`config.mk`:
```
export PLATFORM = sky130hd
export DESIGN_NAME = cpu_top
export DESIGN_NICKNAME = d
export VERILOG_FILES = /design/src/hw/cpu_pkg.sv /design/src/hw/alu.sv /design/src/hw/cpu_control.sv /design/src/hw/cpu_top.sv /design/src/hw/instr_fetch.sv /design/src/hw/program_counter.sv /design/src/hw/reg_file.sv
export VERILOG_INCLUDE_DIRS = /design/src /design/src/hw
export SDC_FILE = /design/constraint.sdc
export NUM_CORES = 1
export LEC_CHECK = 0
export BUFFER_PORTS_ARGS = -buffer_cell sky130_fd_sc_hd__buf_2
export CORE_ASPECT_RATIO = 1.4
export CORE_MARGIN = 2
export CORE_UTILIZATION = 54
export DETAILED_ROUTE_END_ITERATION = 8
export PLACE_DENSITY_LB_ADDON = 0.3
export SKIP_CTS_REPAIR_TIMING = 1
export SYNTH_ARGS = -nofsm -noshare
export SYNTH_HDL_FRONTEND = slang
export SYNTH_HIERARCHICAL = 1
export SYNTH_SLANG_ARGS = --single-unit
```
`constraint.sdc`:
```
create_clock -name clk -period 2.7 [get_ports clk]
set_input_delay 0.27 -clock clk [delete_from_list [all_inputs] [get_ports clk]]
set_output_delay 0.27 -clock clk [all_outputs]
set_load 0.005 [all_outputs]
```
`src/hw/cpu_defines.svh`:
```
`ifndef CPU_DEFINES_SVH
`define CPU_DEFINES_SVH

// datapath width, all arithmetic wraps at 2**CPU_DATA_W.
`define CPU_DATA_W 4

// instruction memory address width.
`define CPU_PC_W 4

// architectural registers r0..r3.
`define CPU_NREG 4

`endif

```
`src/hw/cpu_pkg.sv`:
```
`default_nettype none

`include "cpu_defines.svh"

package cpu_pkg;

        typedef enum logic [1:0] {
                OP_LDR   = 2'b00,
                OP_LOGIC = 2'b01,
                OP_ADD   = 2'b10,
                OP_SUB   = 2'b11
        } opcode_t;

        typedef enum logic [2:0] {
                S_PC       = 3'd0,
                S_FETCH    = 3'd1,
                S_LDR      = 3'd2,
                S_ARIT     = 3'd3,
                S_WRITE_RD = 3'd4,
                S_LOGIC    = 3'd5,
                S_WRITE_R0 = 3'd6
        } state_t;

        typedef struct packed {
                opcode_t                      op;
                logic [$clog2(`CPU_NREG)-1:0] rd;
                logic [`CPU_DATA_W-1:0]       imm;
        } ldr_view_t;

        // func: 00 and, 01 or, 10 xor, 11 nor. ignored by add/sub.
        typedef struct packed {
                opcode_t                      op;
                logic [$clog2(`CPU_NREG)-1:0] rd;
                logic [$clog2(`CPU_NREG)-1:0] rs;
                logic [1:0]                   func;
        } alu_view_t;

        typedef union packed {
                ldr_view_t ldr;
                alu_view_t alu;
        } instr_t;

        typedef struct packed {
                logic ena_pc;
                logic ena_ir;
                logic ena_wr;
                logic ena_alu;
                logic sel_r0;   // write r0 instead of rd.
                logic sel_imm;  // write imm instead of alu result.
        } ctrl_t;

        typedef struct packed {
                logic                         valid;
                logic [$clog2(`CPU_NREG)-1:0] idx;
                logic [`CPU_DATA_W-1:0]       data;
        } wb_t;

endpackage

`default_nettype wire

```
`src/hw/alu.sv`:
```
`default_nettype none

`include "cpu_defines.svh"

module alu (
        input  logic                   clk,
        input  logic                   rst,
        input  logic                   en,
        input  cpu_pkg::instr_t        ir,
        input  logic [`CPU_DATA_W-1:0] rd_data,
        input  logic [`CPU_DATA_W-1:0] rs_data,
        output logic [`CPU_DATA_W-1:0] result,
        output logic                   ack
);
        import cpu_pkg::*;

        logic [`CPU_DATA_W-1:0] res_next;

        always_comb begin
                case (ir.alu.op)
                        OP_ADD: res_next = rd_data + rs_data;  // carry out dropped.
                        OP_SUB: res_next = rd_data - rs_data;
                        OP_LOGIC: begin
                                case (ir.alu.func)
                                        2'b00:   res_next = rd_data & rs_data;
                                        2'b01:   res_next = rd_data | rs_data;
                                        2'b10:   res_next = rd_data ^ rs_data;
                                        default: res_next = ~(rd_data | rs_data);
                                endcase
                        end
                        default: res_next = rd_data;  // ldr never enables the alu.
                endcase
        end

        always_ff @(posedge clk or posedge rst) begin
                if (rst)
                        ack <= 1'b0;
                else
                        ack <= en;
        end

        // result is captured on the edge where ack rises.
        always_ff @(posedge clk) begin
                if (en && !ack)
                        result <= res_next;
        end

endmodule

`default_nettype wire

```
`src/hw/cpu_control.sv`:
```
`default_nettype none

module cpu_control (
        input  logic             clk,
        input  logic             rst,
        input  logic             pc_ack,
        input  logic             ir_ack,
        input  logic             alu_ack,
        input  logic             wr_ack,
        input  cpu_pkg::opcode_t op,
        output cpu_pkg::ctrl_t   ctrl
);
        import cpu_pkg::*;

        state_t     state;
        state_t     state_next;
        logic [3:0] ena_vec;
        logic [3:0] ack_vec;

        // one unit enabled per state, write states carry the selects.
        function automatic ctrl_t decode(input state_t s);
                ctrl_t c;
                c = '0;
                case (s)
                        S_PC:       c.ena_pc = 1'b1;
                        S_FETCH:    c.ena_ir = 1'b1;
                        S_LDR: begin
                                c.ena_wr  = 1'b1;
                                c.sel_imm = 1'b1;
                        end
                        S_ARIT:     c.ena_alu = 1'b1;
                        S_WRITE_RD: c.ena_wr = 1'b1;
                        S_LOGIC:    c.ena_alu = 1'b1;
                        S_WRITE_R0: begin
                                c.ena_wr = 1'b1;
                                c.sel_r0 = 1'b1;
                        end
                        default:    c = '0;
                endcase
                return c;
        endfunction

        always_comb begin
                state_next = state;
                case (state)
                        S_PC: begin
                                if (pc_ack)
                                        state_next = S_FETCH;
                        end
                        S_FETCH: begin
                                if (ir_ack) begin
                                        case (op)
                                                OP_LDR:         state_next = S_LDR;
                                                OP_LOGIC:       state_next = S_LOGIC;
                                                OP_ADD, OP_SUB: state_next = S_ARIT;
                                        endcase
                                end
                        end
                        S_ARIT: begin
                                if (alu_ack)
                                        state_next = S_WRITE_RD;
                        end
                        S_LOGIC: begin
                                if (alu_ack)
                                        state_next = S_WRITE_R0;
                        end
                        S_LDR, S_WRITE_RD, S_WRITE_R0: begin
                                if (wr_ack)
                                        state_next = S_PC;
                        end
                        default: state_next = S_FETCH;
                endcase
        end

        // outputs decoded from the next state so they line up with state.
        always_ff @(posedge clk or posedge rst) begin
                if (rst) begin
                        state <= S_FETCH;
                        ctrl  <= '0;
                end else begin
                        state <= state_next;
                        ctrl  <= decode(state_next);
                end
        end

        assign ena_vec = {ctrl.ena_pc, ctrl.ena_ir, ctrl.ena_wr, ctrl.ena_alu};
        assign ack_vec = {pc_ack, ir_ack, wr_ack, alu_ack};

        // a unit must have finished its last exchange before a new one starts.
        a_ena_rise_ack_low: assert property (@(posedge clk) disable iff (rst)
                ((ena_vec & ~$past(ena_vec)) & ack_vec) == 4'b0000);

        a_ena_onehot: assert property (@(posedge clk) disable iff (rst)
                $onehot0(ena_vec));

endmodule

`default_nettype wire

```
`src/hw/cpu_top.sv`:
```
`default_nettype none

`include "cpu_defines.svh"

module cpu_top (
        input  logic                 clk,
        input  logic                 rst,
        input  logic                 imem_ack,
        input  cpu_pkg::instr_t      imem_data,
        output logic                 imem_req,
        output logic [`CPU_PC_W-1:0] imem_addr,
        output cpu_pkg::wb_t         wb
);
        import cpu_pkg::*;

        ctrl_t                  ctrl;
        instr_t                 ir;
        logic [`CPU_PC_W-1:0]   pc;
        logic                   pc_ack;
        logic                   ir_ack;
        logic                   alu_ack;
        logic                   wr_ack;
        logic [`CPU_DATA_W-1:0] rd_data;
        logic [`CPU_DATA_W-1:0] rs_data;
        logic [`CPU_DATA_W-1:0] alu_result;

        cpu_control u_control (
                .clk     (clk),
                .rst     (rst),
                .pc_ack  (pc_ack),
                .ir_ack  (ir_ack),
                .alu_ack (alu_ack),
                .wr_ack  (wr_ack),
                .op      (ir.alu.op),
                .ctrl    (ctrl)
        );

        program_counter u_pc (
                .clk (clk),
                .rst (rst),
                .en  (ctrl.ena_pc),
                .ack (pc_ack),
                .pc  (pc)
        );

        instr_fetch u_fetch (
                .clk       (clk),
                .rst       (rst),
                .en        (ctrl.ena_ir),
                .pc        (pc),
                .imem_ack  (imem_ack),
                .imem_data (imem_data),
                .imem_req  (imem_req),
                .imem_addr (imem_addr),
                .ack       (ir_ack),
                .ir        (ir)
        );

        reg_file u_regs (
                .clk        (clk),
                .rst        (rst),
                .en         (ctrl.ena_wr),
                .sel_r0     (ctrl.sel_r0),
                .sel_imm    (ctrl.sel_imm),
                .ir         (ir),
                .alu_result (alu_result),
                .rd_data    (rd_data),
                .rs_data    (rs_data),
                .ack        (wr_ack),
                .wb         (wb)
        );

        alu u_alu (
                .clk     (clk),
                .rst     (rst),
                .en      (ctrl.ena_alu),
                .ir      (ir),
                .rd_data (rd_data),
                .rs_data (rs_data),
                .result  (alu_result),
                .ack     (alu_ack)
        );

endmodule

`default_nettype wire

```
`src/hw/instr_fetch.sv`:
```
`default_nettype none

`include "cpu_defines.svh"

module instr_fetch (
        input  logic                 clk,
        input  logic                 rst,
        input  logic                 en,
        input  logic [`CPU_PC_W-1:0] pc,
        input  logic                 imem_ack,
        input  cpu_pkg::instr_t      imem_data,
        output logic                 imem_req,
        output logic [`CPU_PC_W-1:0] imem_addr,
        output logic                 ack,
        output cpu_pkg::instr_t      ir
);
        import cpu_pkg::*;

        logic drain;  // req dropped, waiting for imem_ack to fall.

        assign imem_addr = pc;  // pc is stable for the whole fetch.

        always_ff @(posedge clk or posedge rst) begin
                if (rst) begin
                        imem_req <= 1'b0;
                        drain    <= 1'b0;
                        ack      <= 1'b0;
                end else begin
                        if (en && !imem_req && !drain && !ack)
                                imem_req <= 1'b1;
                        if (imem_req && imem_ack) begin
                                imem_req <= 1'b0;
                                drain    <= 1'b1;
                        end
                        if (drain && !imem_ack) begin
                                drain <= 1'b0;
                                ack   <= 1'b1;
                        end
                        if (ack && !en)
                                ack <= 1'b0;
                end
        end

        always_ff @(posedge clk) begin
                if (imem_req && imem_ack)
                        ir <= imem_data;
        end

        // memory side of the handshake must not answer unasked.
        a_ack_needs_req: assert property (@(posedge clk) disable iff (rst)
                imem_ack |-> (imem_req || $past(imem_req)));

endmodule

`default_nettype wire

```
`src/hw/program_counter.sv`:
```
`default_nettype none

`include "cpu_defines.svh"

module program_counter (
        input  logic                 clk,
        input  logic                 rst,
        input  logic                 en,
        output logic                 ack,
        output logic [`CPU_PC_W-1:0] pc
);

        always_ff @(posedge clk or posedge rst) begin
                if (rst) begin
                        ack <= 1'b0;
                        pc  <= '0;
                end else begin
                        ack <= en;  // four-phase, ack follows en by a cycle.
                        if (en && !ack)
                                pc <= pc + 1'b1;  // wraps after the last address.
                end
        end

        a_en_rise_ack_low: assert property (@(posedge clk) disable iff (rst)
                $rose(en) |-> !ack);

endmodule

`default_nettype wire

```
`src/hw/reg_file.sv`:
```
`default_nettype none

`include "cpu_defines.svh"

module reg_file (
        input  logic                   clk,
        input  logic                   rst,
        input  logic                   en,
        input  logic                   sel_r0,
        input  logic                   sel_imm,
        input  cpu_pkg::instr_t        ir,
        input  logic [`CPU_DATA_W-1:0] alu_result,
        output logic [`CPU_DATA_W-1:0] rd_data,
        output logic [`CPU_DATA_W-1:0] rs_data,
        output logic                   ack,
        output cpu_pkg::wb_t           wb
);
        import cpu_pkg::*;

        logic [`CPU_DATA_W-1:0]       regs [`CPU_NREG];
        logic [$clog2(`CPU_NREG)-1:0] wr_addr;
        logic [`CPU_DATA_W-1:0]       wr_data;

        assign rd_data = regs[ir.alu.rd];
        assign rs_data = regs[ir.alu.rs];

        assign wr_addr = sel_r0 ? '0 : ir.alu.rd;  // logic results land in r0.
        assign wr_data = sel_imm ? ir.ldr.imm : alu_result;

        always_ff @(posedge clk or posedge rst) begin
                if (rst) begin
                        for (int i = 0; i < `CPU_NREG; i++)
                                regs[i] <= '0;
                        ack <= 1'b0;
                        wb  <= '0;
                end else begin
                        ack <= en;
                        if (en && !ack) begin
                                regs[wr_addr] <= wr_data;
                                wb <= '{valid: 1'b1, idx: wr_addr, data: wr_data};
                        end else begin
                                wb.valid <= 1'b0;  // one pulse per write.
                        end
                end
        end

endmodule

`default_nettype wire

```
==> flow_summary.toml <==
[hold_path]
hold_class = "input port to flop"

[sta]
slew_headroom_pct = 38.1
setup_violations = 0
timing.fmax_ghz = 0.395
post-route-period-util_pct = 93.9
finalHoldViolations = 0
report.final.slew_viol_count = 0
rsz0062_at_grt = "false"
tightest_slew_ps = 928
period_needed_ps = 2530
finClkSkew_ps = 9.44
fin_hold_ws_ps = 126

[yosys]
postSynthNetCount = 264
syn_inst = 239
ys_ff_latch = 54
async_flop_share_pct = 77.8
yosys.area.top_type_share_pct = 35.4
ys.flop_type = "dfrtp_1"
synthTopCellsByArea = "dfrtp_1, edfxtp_1, mux2_2, mux4_2, ha_1"
yosysWarnings = 6
yosysMostFrequentCell = "dfrtp_1"
synth-edff-count = 12
synth_common_cells = "dfrtp_1, nand2_1, inv_1, mux2_2, ha_1"
mappedNetlistArea_sq_um = 2900
synth_area_leader_cell = "dfrtp_1"
yosysSeqAreaShare_pct = 48.7
syn_avg_cell_area_sq_um = 12.1
synthDistinctLibCells = 50

[power_and_ir_drop]
peakVddDrop_v = 0.000666
sw_frac_of_total_pct = 36.4
power_switching_w = 0.00139
leakage_nw = 1.46
seqPwrFrac_pct = 38.7
clockPowerShare_pct = 14.0
cellPowerDensity_nw_per_um2 = 1200
pwr-share-comb_pct = 47.3
p_int_w = 0.00242

[grt]
grt_pass1_wl_um = 9160
grt_pass1_vias = 1929
grt_use_total_pct = 20.3
grt_max_degree = 25
overflow = 0
antenna_found_initial = 0

[worst_setup_path]
cpPeakStageDelay_ps = 550
worstSetupPathType = "flop to flop"
arrival_ps = 2600
worstPathCellList = "mux4_2 > inv_2 > ha_1 > nand2_1 > o21ai_2 > inv_1 > ha_1 > nor2b_1 > o21a_1 > o2111ai_1 > nand3_1"
cp_common_cell = "ha_1"
cp_max_fo = 3
worst-endpoint-required_ps = 2760
path_buf_inv = 2
crit_family = "multiplexers"
crit_path_start_kind = "flop"
end_kind = "flop"
critPathSlowestCell = "mux4_2"

[placed_design]
port_buffers = 22
dp_hpwl_um = 4190
placed_cells = 321
place.gp.congestion = 0.842

[route]
vias = 1883
viasPerCell = 5.67
dr.pass1.iters = 4
drt_iter0_markers = 43
wire_per_inst_um = 16.6
drc = 0
drt_wl_total_um = 5520
drtAntennaViolNets = 0

[cts]
h-tree-depth = 2
cts-root-buf = "clkbuf_8"
cts.clk_slew.worst_paths_ps = 100
cts_buffers = 5
cts_tree = "yes"
clockBufferDepth = 2
cts.sinks = 54
clkLatencyLatePin_ps = 310

[finish]
area_growth_pct = 9.93
nets = 290
final_cells = 332
drive_above_1_share_pct = 32.0
antenna_cells = 0

[status]
status = "finished clean"

[die]
num_io_pins = 23
die-area_sq_um = 5980
die_y_um = 90.7
die_w_um = 65.9
coreArea_sq_um = 5160
initial_core_util_pct = 56.2
num_rows = 31

[run]
max_cap_violations = 0
[registers in the layout, summed over array words and instances, names as in the netlist]
| name | flops |
|---|---|
| u_regs/regs | 16 |
| u_fetch/ir | 8 |
| u_regs/wb | 7 |
| u_control/ctrl | 6 |
| u_alu/result | 4 |
| u_pc/pc | 4 |
| u_control/state | 3 |
| u_alu/ack | 1 |
| u_fetch/ack | 1 |
| u_fetch/drain | 1 |
| u_fetch/imem_req | 1 |
| u_pc/ack | 1 |
| u_regs/ack | 1 |
[power by group through the flow]
stage | logic [W] | clock network [W] | registers, W
finish | 0.00180 | 0.000535 | 0.00147
global route | 0.00202 | 0.000575 | 0.00152
CTS | 0.00177 | 0.000545 | 0.00148
detailed placement | 0.00176 | 0 | 0.00149
global placement | 0.00170 | 0 | 0.00148
floorplan | 0.00143 | 0 | 0.00139
[placed cells by master, fill, tap and decap left out, drive strengths merged, types with 2 or more instances in the layout]
cell type	count
nand4	2
buf	30
xnor2	4
nand3	3
nand2	25
mux2i	5
mux2	23
nand2b	4
inv	23
and2	4
xor2	2
clkbuf	7
o21ai	10
a22oi	2
o21a	3
nor2	8
a21oi	3
edfxtp	12
nor3	4
dfrtp	41
nor2b	7
mux4	8
o211ai	3
ha	13
[per-layer routing]
| layer | vias to the layer above | part of all wire, % | global-route usage [%] |
|---|---|---|---|
| met4 | 0 | 2.8 | 8.68 |
| met2 | 27 | 56 | 37.0 |
| met3 | 12 | 2.0 | 3.62 |
| met1 | 964 | 39 | 22.4 |
| met5 | - | 0 | 0 |
| li1 | 880 | - | - |
[final timing paths]
check,end,slack (ps),startpoint,depth (start not counted)
setup reg to reg,u_alu/result[3],170,u_fetch/ir[3],11
min in group asynchronous,u_alu/ack,380,rst,3
max in group asynchronous,u_regs/regs[1],1380,rst,3
hold reg to reg,u_alu/ack,380,u_control/ctrl[2],0
hold / removal,u_fetch/ir[2],130,imem_data[2],1
setup / recovery,u_alu/result[3],170,u_fetch/ir[3],11
[layout make-up]
cell class                      instances  area, sq um
Clock buffer                            7         76.3
Clock inverter                          1         30.0
Fill cell                             414         1970
Inverter                               23         86.3
Multi-Input combinational cell        150         1320
Sequential cell                        54         1410
Tap cell                               66         82.6
Timing Repair Buffer                   31          180
[kinds of logic (layout without fill, tap and decap cells)]
logic type      count (synthesis)  in the layout  share of synthesized area, %
mux                            36             36                          17.5
fa+ha+maj                      14             14                          6.30
compound gates                 31             31                          7.60
simple gates                   63             63                          12.1
flops                          54             54                          48.7
xor+xnor                        6              6                          1.81
buf+inv                        35             62                          5.91
[stage by stage]
step / TNS (ps) / total power [W] / area, sq um / setup slack [ps] / util, %
2_1_floorplan: 0 / 0.00282 / 2900 / 66.1 / -
3_3_place_gp: 0 / 0.00318 / 3050 / 116 / 59.2
3_5_place_dp: 0 / 0.00325 / 3050 / 13.5 / 59.2
4_1_cts: -16.0 / 0.00379 / 3160 / -16.0 / 61.2
5_1_grt: 0 / 0.00412 / 3190 / 7.18 / 61.8
6_report: 0 / 0.00381 / 3190 / 165 / 61.8
Note: power is estimated with default switching activity, not from simulation.
